`src/mprog_pkg.sv`:
```
package mprog_pkg;

   // bus widths, one word each for data and address
   localparam int unsigned DATA_W = 32;
   localparam int unsigned ADDR_W = 32;
   localparam int unsigned BE_W   = DATA_W / 8;
   localparam int unsigned HALF_W = DATA_W / 2;

   // command word layout, size in the low bits and flags above it
   localparam int unsigned SIZE_W = 19;
   localparam int unsigned FLAG_W = DATA_W - SIZE_W;

   // opcode field inside the command flags
   localparam int unsigned OPC_LSB = 19;
   localparam int unsigned OPC_W   = 4;

   // opcodes that start a program instead of a normal write
   localparam logic [OPC_W-1:0] OPC_PROG_A = 4'd6;
   localparam logic [OPC_W-1:0] OPC_PROG_B = 4'd7;

   // trigger word plus seven parameter words
   localparam int unsigned NUM_PARAM_WORDS = 8;

   // batch and transfer counters
   localparam int unsigned CNT_W = 13;

   // one request word, wen low means write
   typedef struct packed {
      logic              req;
      logic              wen;
      logic [BE_W-1:0]   be;
      logic [ADDR_W-1:0] addr;
      logic [DATA_W-1:0] wdata;
   } mem_req_t;

   typedef struct packed {
      logic              gnt;
      logic              r_valid;
      logic [DATA_W-1:0] r_rdata;
   } mem_rsp_t;

   // decoded program parameters
   typedef struct packed {
      logic [FLAG_W-1:0] cmd_flags;
      logic [SIZE_W-1:0] max_size;
      logic [SIZE_W-1:0] last_size;
      logic [ADDR_W-1:0] tcdm_base;
      logic [ADDR_W-1:0] ext_base;
      logic [DATA_W-1:0] ext_stride;
      logic [DATA_W-1:0] tcdm_stride;
      logic [HALF_W-1:0] slot_size;
      logic [CNT_W-1:0]  num_tr;
      logic [CNT_W-1:0]  num_batch;
      logic [ADDR_W-1:0] batch_ofs;
      logic [ADDR_W-1:0] cmd_addr;
   } prog_params_t;

endpackage

```
`src/mprog_cmd_seq.sv`:
```
module mprog_cmd_seq (
   input  logic                    clk_i,
   input  logic                    rst_ni,
   input  logic                    prog_start_i,
   input  mprog_pkg::prog_params_t params_i,
   output mprog_pkg::mem_req_t     seq_req_o,
   input  logic                    seq_gnt_i,
   output logic                    seq_busy_o
);

   // five words per transfer
   typedef enum logic [2:0] {W_CMD, W_TCDM, W_EXT, W_ESTR, W_TSTR} word_e;

   word_e                          word_q;
   logic                           busy_q;
   logic [mprog_pkg::CNT_W-1:0]    cnt_tr_q;
   logic [mprog_pkg::CNT_W-1:0]    cnt_batch_q;
   logic [mprog_pkg::ADDR_W-1:0]   tcdm_addr_q;
   logic [mprog_pkg::ADDR_W-1:0]   ext_addr_q;
   logic [mprog_pkg::ADDR_W-1:0]   ext_batch_q;
   logic [mprog_pkg::ADDR_W-1:0]   slot_ext;
   logic [mprog_pkg::SIZE_W-1:0]   size;
   logic [mprog_pkg::DATA_W-1:0]   wdata;
   logic                           last_tr;
   logic                           last_batch;
   logic                           step;

   assign slot_ext = {{(mprog_pkg::ADDR_W - mprog_pkg::HALF_W){1'b0}}, params_i.slot_size};

   assign last_tr    = (cnt_tr_q == params_i.num_tr - 1'b1);
   assign last_batch = (cnt_batch_q == params_i.num_batch - 1'b1);
   assign step       = busy_q && seq_gnt_i;

   // final batch switches to the short size
   assign size = last_batch ? params_i.last_size : params_i.max_size;

   always_comb begin
      unique case (word_q)
         W_CMD:   wdata = {params_i.cmd_flags, size};
         W_TCDM:  wdata = tcdm_addr_q;
         W_EXT:   wdata = ext_addr_q;
         W_ESTR:  wdata = params_i.ext_stride;
         W_TSTR:  wdata = params_i.tcdm_stride;
         default: wdata = '0;
      endcase
   end

   always_comb begin
      seq_req_o.req   = busy_q;
      seq_req_o.wen   = 1'b0;
      seq_req_o.be    = '1;
      seq_req_o.addr  = params_i.cmd_addr;
      seq_req_o.wdata = wdata;
   end

   assign seq_busy_o = busy_q;

   // control counters
   always_ff @(posedge clk_i) begin
      if (!rst_ni) begin
         busy_q      <= 1'b0;
         word_q      <= W_CMD;
         cnt_tr_q    <= '0;
         cnt_batch_q <= '0;
      end else if (prog_start_i && !busy_q) begin
         // empty programs never start
         busy_q      <= (params_i.num_batch != '0) && (params_i.num_tr != '0);
         word_q      <= W_CMD;
         cnt_tr_q    <= '0;
         cnt_batch_q <= '0;
      end else if (step) begin
         if (word_q != W_TSTR) begin
            word_q <= word_e'(word_q + 3'd1);
         end else begin
            word_q <= W_CMD;
            if (!last_tr) begin
               cnt_tr_q <= cnt_tr_q + 1'b1;
            end else begin
               cnt_tr_q <= '0;
               if (last_batch) begin
                  busy_q <= 1'b0;
               end else begin
                  cnt_batch_q <= cnt_batch_q + 1'b1;
               end
            end
         end
      end
   end

   // address accumulators, local runs on, external restarts per batch
   always_ff @(posedge clk_i) begin
      if (prog_start_i && !busy_q) begin
         tcdm_addr_q <= params_i.tcdm_base;
         ext_addr_q  <= params_i.ext_base;
         ext_batch_q <= params_i.ext_base;
      end else if (step && word_q == W_TSTR) begin
         tcdm_addr_q <= tcdm_addr_q + slot_ext;
         if (!last_tr) begin
            ext_addr_q <= ext_addr_q + params_i.ext_stride;
         end else begin
            ext_addr_q  <= ext_batch_q + params_i.batch_ofs;
            ext_batch_q <= ext_batch_q + params_i.batch_ofs;
         end
      end
   end

endmodule

```
`src/mprog_front.sv`:
```
module mprog_front (
   input  logic                 clk_i,
   input  logic                 rst_ni,
   input  mprog_pkg::mem_req_t  core_req_i,
   output mprog_pkg::mem_rsp_t  core_rsp_o,
   output mprog_pkg::mem_req_t  pt_req_o,
   input  mprog_pkg::mem_rsp_t  pt_rsp_i,
   input  logic                 seq_busy_i,
   output logic                 cap_we_o,
   output logic [2:0]           cap_idx_o,
   output mprog_pkg::mem_req_t  cap_word_o,
   output logic                 prog_start_o
);

   typedef enum logic [2:0] {IDLE, PT_WAIT, CAP_GNT, CAP_VALID, CAP_WAIT, START} state_e;

   state_e                      state_q, state_d;
   logic [3:0]                  cnt_q;
   logic [mprog_pkg::OPC_W-1:0] opc;
   logic                        full_wr;
   logic                        trigger;
   logic                        fwd;

   assign opc     = core_req_i.wdata[mprog_pkg::OPC_LSB +: mprog_pkg::OPC_W];
   assign full_wr = core_req_i.req && !core_req_i.wen && (core_req_i.be == '1);
   assign trigger = full_wr && (opc == mprog_pkg::OPC_PROG_A || opc == mprog_pkg::OPC_PROG_B);

   // anything that is not a trigger goes straight to the dma port
   assign fwd = (state_q == IDLE) && core_req_i.req && !trigger;

   // a trigger waits here while the sequencer still runs
   assign cap_we_o = (state_q == IDLE && trigger && !seq_busy_i) ||
                     (state_q == CAP_WAIT && full_wr);
   assign cap_idx_o    = cnt_q[2:0];
   assign cap_word_o   = core_req_i;
   assign prog_start_o = (state_q == START);

   always_comb begin
      pt_req_o     = core_req_i;
      pt_req_o.req = fwd;
   end

   always_comb begin
      core_rsp_o.gnt     = fwd ? pt_rsp_i.gnt : (state_q == CAP_GNT);
      core_rsp_o.r_valid = (state_q == PT_WAIT) ? pt_rsp_i.r_valid : (state_q == CAP_VALID);
      core_rsp_o.r_rdata = pt_rsp_i.r_rdata;
   end

   always_comb begin
      state_d = state_q;
      unique case (state_q)
         IDLE: begin
            if (cap_we_o) begin
               state_d = CAP_GNT;
            end else if (fwd && pt_rsp_i.gnt) begin
               state_d = PT_WAIT;
            end
         end
         PT_WAIT: begin
            if (pt_rsp_i.r_valid) begin
               state_d = IDLE;
            end
         end
         CAP_GNT:   state_d = CAP_VALID;
         CAP_VALID: state_d = (cnt_q == mprog_pkg::NUM_PARAM_WORDS) ? START : CAP_WAIT;
         CAP_WAIT: begin
            if (cap_we_o) begin
               state_d = CAP_GNT;
            end
         end
         default:   state_d = IDLE;
      endcase
   end

   always_ff @(posedge clk_i) begin
      if (!rst_ni) begin
         state_q <= IDLE;
         cnt_q   <= '0;
      end else begin
         state_q <= state_d;
         if (cap_we_o) begin
            cnt_q <= cnt_q + 4'd1;
         end else if (state_q == START) begin
            cnt_q <= '0;
         end
      end
   end

endmodule

```
`src/mprog_param_regs.sv`:
```
module mprog_param_regs (
   input  logic                    clk_i,
   input  logic                    rst_ni,
   input  logic                    cap_we_i,
   input  logic [2:0]              cap_idx_i,
   input  mprog_pkg::mem_req_t     cap_word_i,
   output mprog_pkg::prog_params_t params_o
);

   mprog_pkg::prog_params_t     params_q;
   logic [mprog_pkg::DATA_W-1:0] wd;

   assign wd       = cap_word_i.wdata;
   assign params_o = params_q;

   always_ff @(posedge clk_i) begin
      if (!rst_ni) begin
         params_q <= '0;
      end else if (cap_we_i) begin
         unique case (cap_idx_i)
            // trigger word whose address is where commands go
            3'd0: begin
               params_q.cmd_flags <= wd[mprog_pkg::SIZE_W +: mprog_pkg::FLAG_W];
               params_q.max_size  <= wd[mprog_pkg::SIZE_W-1:0];
               params_q.cmd_addr  <= cap_word_i.addr;
            end
            3'd1: begin
               params_q.tcdm_base <= wd;
            end
            3'd2: begin
               params_q.ext_base <= wd;
            end
            3'd3: begin
               params_q.ext_stride <= wd;
            end
            3'd4: begin
               params_q.tcdm_stride <= wd;
            end
            // slot size in the low half and transfers per batch in the high half
            3'd5: begin
               params_q.slot_size <= wd[mprog_pkg::HALF_W-1:0];
               params_q.num_tr    <= wd[mprog_pkg::HALF_W +: mprog_pkg::CNT_W];
            end
            // size used by every transfer of the final batch
            3'd6: begin
               params_q.last_size <= wd[mprog_pkg::SIZE_W-1:0];
               params_q.num_batch <= wd[mprog_pkg::SIZE_W +: mprog_pkg::CNT_W];
            end
            3'd7: begin
               params_q.batch_ofs <= wd;
            end
         endcase
      end
   end

endmodule

```
`src/mprog_port_arb.sv`:
```
module mprog_port_arb (
   input  logic                clk_i,
   input  logic                rst_ni,
   input  mprog_pkg::mem_req_t pt_req_i,
   output mprog_pkg::mem_rsp_t pt_rsp_o,
   input  mprog_pkg::mem_req_t seq_req_i,
   output logic                seq_gnt_o,
   output mprog_pkg::mem_req_t dma_req_o,
   input  mprog_pkg::mem_rsp_t dma_rsp_i
);

   logic       pt_lock_q;
   logic [7:0] seq_pend_q;
   logic       seq_win;
   logic       pt_win;
   logic       seq_rsp;

   // sequencer first, pass-through only once its responses are back
   assign seq_win = seq_req_i.req && !pt_lock_q;
   assign pt_win  = pt_req_i.req && !seq_req_i.req && !pt_lock_q && (seq_pend_q == '0);
   assign seq_rsp = dma_rsp_i.r_valid && !pt_lock_q && (seq_pend_q != '0);

   always_comb begin
      dma_req_o     = seq_req_i.req ? seq_req_i : pt_req_i;
      dma_req_o.req = seq_win || pt_win;
   end

   assign seq_gnt_o        = seq_win && dma_rsp_i.gnt;
   assign pt_rsp_o.gnt     = pt_win && dma_rsp_i.gnt;
   assign pt_rsp_o.r_valid = pt_lock_q && dma_rsp_i.r_valid;
   assign pt_rsp_o.r_rdata = dma_rsp_i.r_rdata;

   always_ff @(posedge clk_i) begin
      if (!rst_ni) begin
         pt_lock_q  <= 1'b0;
         seq_pend_q <= '0;
      end else begin
         if (pt_rsp_o.gnt) begin
            pt_lock_q <= 1'b1;
         end else if (pt_rsp_o.r_valid) begin
            pt_lock_q <= 1'b0;
         end
         // responses still owed for sequencer words
         if (seq_gnt_o && !seq_rsp) begin
            seq_pend_q <= seq_pend_q + 8'd1;
         end else if (seq_rsp && !seq_gnt_o) begin
            seq_pend_q <= seq_pend_q - 8'd1;
         end
      end
   end

endmodule

```
`src/mprog_top.sv`:
```
module mprog_top (
   input  logic                clk_i,
   input  logic                rst_ni,
   input  mprog_pkg::mem_req_t core_req_i,
   output mprog_pkg::mem_rsp_t core_rsp_o,
   output mprog_pkg::mem_req_t dma_req_o,
   input  mprog_pkg::mem_rsp_t dma_rsp_i
);

   mprog_pkg::mem_req_t     pt_req;
   mprog_pkg::mem_rsp_t     pt_rsp;
   mprog_pkg::mem_req_t     cap_word;
   mprog_pkg::mem_req_t     seq_req;
   mprog_pkg::prog_params_t params;
   logic                    cap_we;
   logic [2:0]              cap_idx;
   logic                    prog_start;
   logic                    seq_busy;
   logic                    seq_gnt;

   mprog_front front_i (
      .clk_i, .rst_ni, .core_req_i, .core_rsp_o,
      .pt_req_o(pt_req), .pt_rsp_i(pt_rsp), .seq_busy_i(seq_busy),
      .cap_we_o(cap_we), .cap_idx_o(cap_idx), .cap_word_o(cap_word),
      .prog_start_o(prog_start)
   );

   mprog_param_regs param_regs_i (
      .clk_i, .rst_ni, .cap_we_i(cap_we), .cap_idx_i(cap_idx),
      .cap_word_i(cap_word), .params_o(params)
   );

   mprog_cmd_seq cmd_seq_i (
      .clk_i, .rst_ni, .prog_start_i(prog_start), .params_i(params),
      .seq_req_o(seq_req), .seq_gnt_i(seq_gnt), .seq_busy_o(seq_busy)
   );

   mprog_port_arb port_arb_i (
      .clk_i, .rst_ni, .pt_req_i(pt_req), .pt_rsp_o(pt_rsp),
      .seq_req_i(seq_req), .seq_gnt_o(seq_gnt), .dma_req_o, .dma_rsp_i
   );

endmodule

```
`config.mk`:
```
export PLATFORM = sky130hd
export DESIGN_NAME = mprog_top
export DESIGN_NICKNAME = d
export VERILOG_FILES = /design/src/mprog_pkg.sv /design/src/mprog_cmd_seq.sv /design/src/mprog_front.sv /design/src/mprog_param_regs.sv /design/src/mprog_port_arb.sv /design/src/mprog_top.sv
export SDC_FILE = /design/constraint.sdc
export NUM_CORES = 1
export LEC_CHECK = 0
export BUFFER_PORTS_ARGS = -buffer_cell sky130_fd_sc_hd__buf_2
export CAP_MARGIN = 20
export CORE_UTILIZATION = 60
export DETAILED_ROUTE_END_ITERATION = 10
export PLACE_DENSITY = 0.8
export SYNTH_ARGS = -nofsm -noshare
export SYNTH_HDL_FRONTEND = slang
export SYNTH_HIERARCHICAL = 1
export SYNTH_SLANG_ARGS = --single-unit
```
`constraint.sdc`:
```
create_clock -name clk_i -period 4.8 [get_ports clk_i]
set_input_delay 0.96 -clock clk_i [delete_from_list [all_inputs] [get_ports clk_i]]
set_output_delay 0.96 -clock clk_i [all_outputs]
set_load 0.05 [all_outputs]
```
# Word level (Yosys, flattened, before mapping)
# Index checks and enable logic that the tools add are counted.
totals:
  ff_bits: 427
  latch_bits: 0
  ram_bits: 0
  rom_bits: 0
  input_bits: 106
  output_inout_bits: 104
  wordCells: 157
  memories: 0
classes:
  addsub: 11
  mul: 0
  n_div: 0
  order_cmp: 0
  eq_ne: 27
  shift: 0
  muxes: 32
  n_bitwise: 3
  reduce_logical: 61
op_table:
  columns: ["op", "n"]
  rows:
  - ["2-to-1 mux 32 bit", 8]
  - ["one-hot mux 32 bit (5 select lines)", 1]
  - ["2-to-1 mux 69 bit", 1]
  - ["adder 32 bit", 2]
  - ["adder 32 x 16 -> 32 bit", 1]
  - ["adder 13 x 1 -> 13 bit (second input constant)", 2]
  - ["== test 13 bit", 2]
  - ["nonzero test 13 bit", 2]
  - ["subtractor 13 x 1 -> 13 bit (second input constant)", 2]
  - ["logical AND 1 bit", 24]
  - ["== test 3 bit (second input constant)", 7]
  - ["AND reduction 2 bit", 10]
  - ["2-to-1 mux 19 bit", 1]
  - ["== test 3 x 2 -> 1 bit (second input constant)", 6]
  - ["2-to-1 mux 8 bit", 2]
  - ["2-to-1 mux 3 bit", 5]
  - ["one-hot mux 3 bit (5 select lines)", 1]
  - ["nonzero test 2 bit", 7]
  - ["2-to-1 mux 13 bit", 1]
  - ["2-to-1 mux 1 bit", 10]
  - ["== test 3 x 1 -> 1 bit (second input constant)", 3]
  - ["zero test 3 bit", 3]
  - ["adder 8 x 1 -> 8 bit (second input constant)", 1]
  - ["== test 4 x 3 -> 1 bit (second input constant)", 2]
  - ["16 further kinds", 30]

# Logic depth before layout (Yosys ltp)
logic_depth:
  ltp_word: 14
  mapped_depth: 14
  depth_no_buf: 13

# Cells and area by module
# The synthesis kept the hierarchy.
by_module_without_submodules:
  columns: ["module", "n_inst", "cells_each", "area_each_um2", "seq_area_each_um2"]
  rows:
  - ["mprog_cmd_seq", 1, 1424, 11813.8, 3483.3]
  - ["mprog_param_regs", 1, 1001, 10485.1, 5705.5]
  - ["mprog_front", 1, 234, 1815.5, 140.1]
  - ["mprog_port_arb", 1, 188, 1755.4, 180.2]

# Worst setup path before layout
# OpenSTA, ideal clock, no wires.
synth_timing:
  path_kind: "register to output"
  from: "register param_regs_i.params_q (netlist bit param_regs_i/params_o[64])"
  to: "output dma_req_o[12] (netlist name)"
  arrival_ns: 3.408
  t_required_ns: 3.840
  slack_ns: 0.432
  path_stages_with_launch: 12
  n_path_buf: 1
  cell_sequence: "dfxtp_1 > inv_1 > ha_1 > nor3b_1 > or4b_2 > xnor2_1 > nand3_1 > nor3_1 > buf_2 > mux2i_1 > o21ai_0 > mux2_2"
synth_rtl:
  columns: ["item", "line", "rtl"]
  rows:
  - ["from (decl)", "mprog_param_regs.sv:10", "mprog_pkg::prog_params_t params_q;"]
  - ["to (decl)", "mprog_top.sv:6", "output mprog_pkg::mem_req_t dma_req_o,"]

==> impl_metrics.ini <==
[sta]
timing.fmax_mhz = 212.4
finClkSkew_ns = 0.02417
tightest_slew_ns = 1.151
finalCriticalPeriod_ns = 4.707
setup_ws_ns = 0.09298
maxSlewViolCount = 0
relSlewSlack = 0.2296
finalSetupViolCount = 0
setup_tns_ns = 0
hold_viol = 0
timing.final.crit_share = 0.9806

[setup_path]
slowest_stage = dfxtp_1
crit_buf_inv = 6
critPathMostFrequentCell = buf_4
end_kind = output pin
worstSetupPathType = reg -> out
cp_data_required_time_ns = 3.84
crit_arrival_ns = 3.75
worst_path_largest_cell_delay_ns = 0.37
crit_family = buffers and inverters
crit_path_max_fanout = 6
startpoint_type = flip-flop
path_cells = inv_1 -> ha_2 -> nor3b_2 -> buf_4 -> buf_4 -> nor4b_1 -> a31oi_1 -> o32a_1 -> o22a_1 -> nor3_4 -> buf_12 -> buf_12 -> mux2i_1 -> o21ai_0 -> mux2_2 -> buf_4

[die]
core_area_um2 = 42230
die_height_um = 209.5
ios = 210
initial_core_util = 0.6116
dieArea_um2 = 43880
rows = 75
die_x_um = 209.5

[global_routing]
grt_pass1_vias = 19930
grt_overflow = 0
grt_pass1_wl_mm = 104.4
antenna_found_initial = 1
grt_max_degree = 143
track_usage = 0.2945

[clock_tree]
h-tree-depth = 2
clk_pin_slew_ns = 0.06
cts_made_buffers = 45
cts_tree = done
clock_sinks = 427
cts_root_buf = clkbuf_16
clk_path_buf_depth = 3
clk_latency_ns = 0.58
postCtsHoldBufs = 0

[final_layout]
drive_above_1_share = 0.1350
diodes = 0
fin_nets = 2898
stdcell_area_um2 = 26630
area_growth_pct = 3.110

[drt]
firstDrtPassIters = 7
wl_mm = 66.73
ant_nets = 0
wl_per_cell_um = 20.44
avgViaCountPerCell = 6.231
vias = 20340
remaining_drc_errors = 0
first_iter_violations = 1772

[outcome]
status = finished, final reports clean

[place]
place_ws_ns = 0.5416
gp_congestion = 0.9167
portBuffers = 145
hpwl_mm = 45.63
dpl_cell_area_um2 = 25010

[power_and_ir_drop]
peakVddDrop_mv = 0.3117
total_power_w = 0.007883
leakagePower_nw = 11.54
powerDensity_nw_per_um2 = 296.0

[synthesis]
syn-instance-count = 2841
synth_warnings = 6
netlist_area_um2 = 25820
synth.avg_cell_area_um2 = 9.090

[hold_path]
worstHoldPathType = reg -> reg

[job]
cap_violations = 0
==> sequential cells by signal (all words and copies together), names as in the netlist <==
| name | count |
|---|---|
| cmd_seq_i/cnt_tr_q | 13 |
| param_regs_i/params_o | 285 |
| cmd_seq_i/cnt_batch_q | 13 |
| cmd_seq_i/ext_addr_q | 32 |
| cmd_seq_i/ext_batch_q | 32 |
| cmd_seq_i/tcdm_addr_q | 32 |
| port_arb_i/seq_pend_q | 8 |
| front_i/state_q | 3 |
| port_arb_i/pt_lock_q | 1 |
| front_i/cnt_q | 4 |
| cmd_seq_i/seq_busy_o | 1 |
| cmd_seq_i/word_q | 3 |
==> worst min-delay path: stages, from the launching register on <==
cell and delay, ns:
dfxtp_1 0.31, nand2_1 0.05, mux2i_1 0.05
==> cells in the final DEF (no fill, tap or decap), drive strengths merged, types with 18 or more instances in the layout <==
cell type	count
nand2	531
dfxtp	331
mux2i	312
buf	183
nor2	139
a21oi	112
o21ai	105
edfxtp	96
ha	96
xnor2	82
mux2	74
clkbuf	63
xor2	55
inv	50
nand3	41
a21o	36
nor3	27
a22oi	23
nand4	22
a22o	21
or3	19
a221oi	19
o21a	18
o211ai	18
a31oi	18
==> final timing paths <==
| check | startpoint | end | slack (ns) | cells past startpoint |
|---|---|---|---|---|
| max | param_regs_i/params_o[65] | dma_req_o[8] | 0.09 | 16 |
| max reg2reg | param_regs_i/params_o[80] | cmd_seq_i/ext_addr_q[30] | 0.78 | 9 |
| min | param_regs_i/params_o[13] | param_regs_i/params_o[13] | 0.46 | 2 |
| min reg2reg | param_regs_i/params_o[13] | param_regs_i/params_o[13] | 0.46 | 2 |
==> metal layers <==
| metal | share of wire | global-route usage | vias to the layer above | wire length (um) |
|---|---|---|---|---|
| met5 | 0.00019 | 0 | - | 13 |
| met4 | 0.034 | 0.1155 | 2 | 2273 |
| met3 | 0.066 | 0.03920 | 163 | 4409 |
| met2 | 0.48 | 0.5087 | 849 | 32330 |
| met1 | 0.42 | 0.3729 | 9891 | 27700 |
| li1 | - | - | 9439 | - |
==> stage by stage <==
stage	instances	utilization	hold slack [ns]
2_1_floorplan	2844	-	0.4322
3_3_place_gp	3178	0.5922	0.4389
3_5_place_dp	3178	0.5922	0.4469
4_1_cts	3262	0.6285	0.4587
5_1_grt	3265	0.6306	0.4742
6_report	3265	0.6306	0.4560
==> timing repair <==
action | in CTS | in global routing
gates cloned | 1 | 1
buffers inserted | 2 | 2
gates resized for setup | 11 | 21
endpoints found under the setup margin | 19 | 19
pin swaps | 2 | 2
==> cell type report <==
cell class                      instances  area (um2)
Fill cell                            3401       15600
Sequential cell                       427        9514
Timing Repair Buffer                  184        1166
Multi-Input combinational cell       1985       13650
Clock buffer                           62        1291
Clock inverter                         19       145.1
Tap cell                              539       674.4
Inverter                               49       183.9
==> report_power, final <==
part | switching (W) | internal (W)
clock network | 0.00149 | 0.00194
registers | 0.0000377 | 0.00368
logic | 0.000471 | 0.000260
Note: power is estimated with default switching activity, not from simulation.
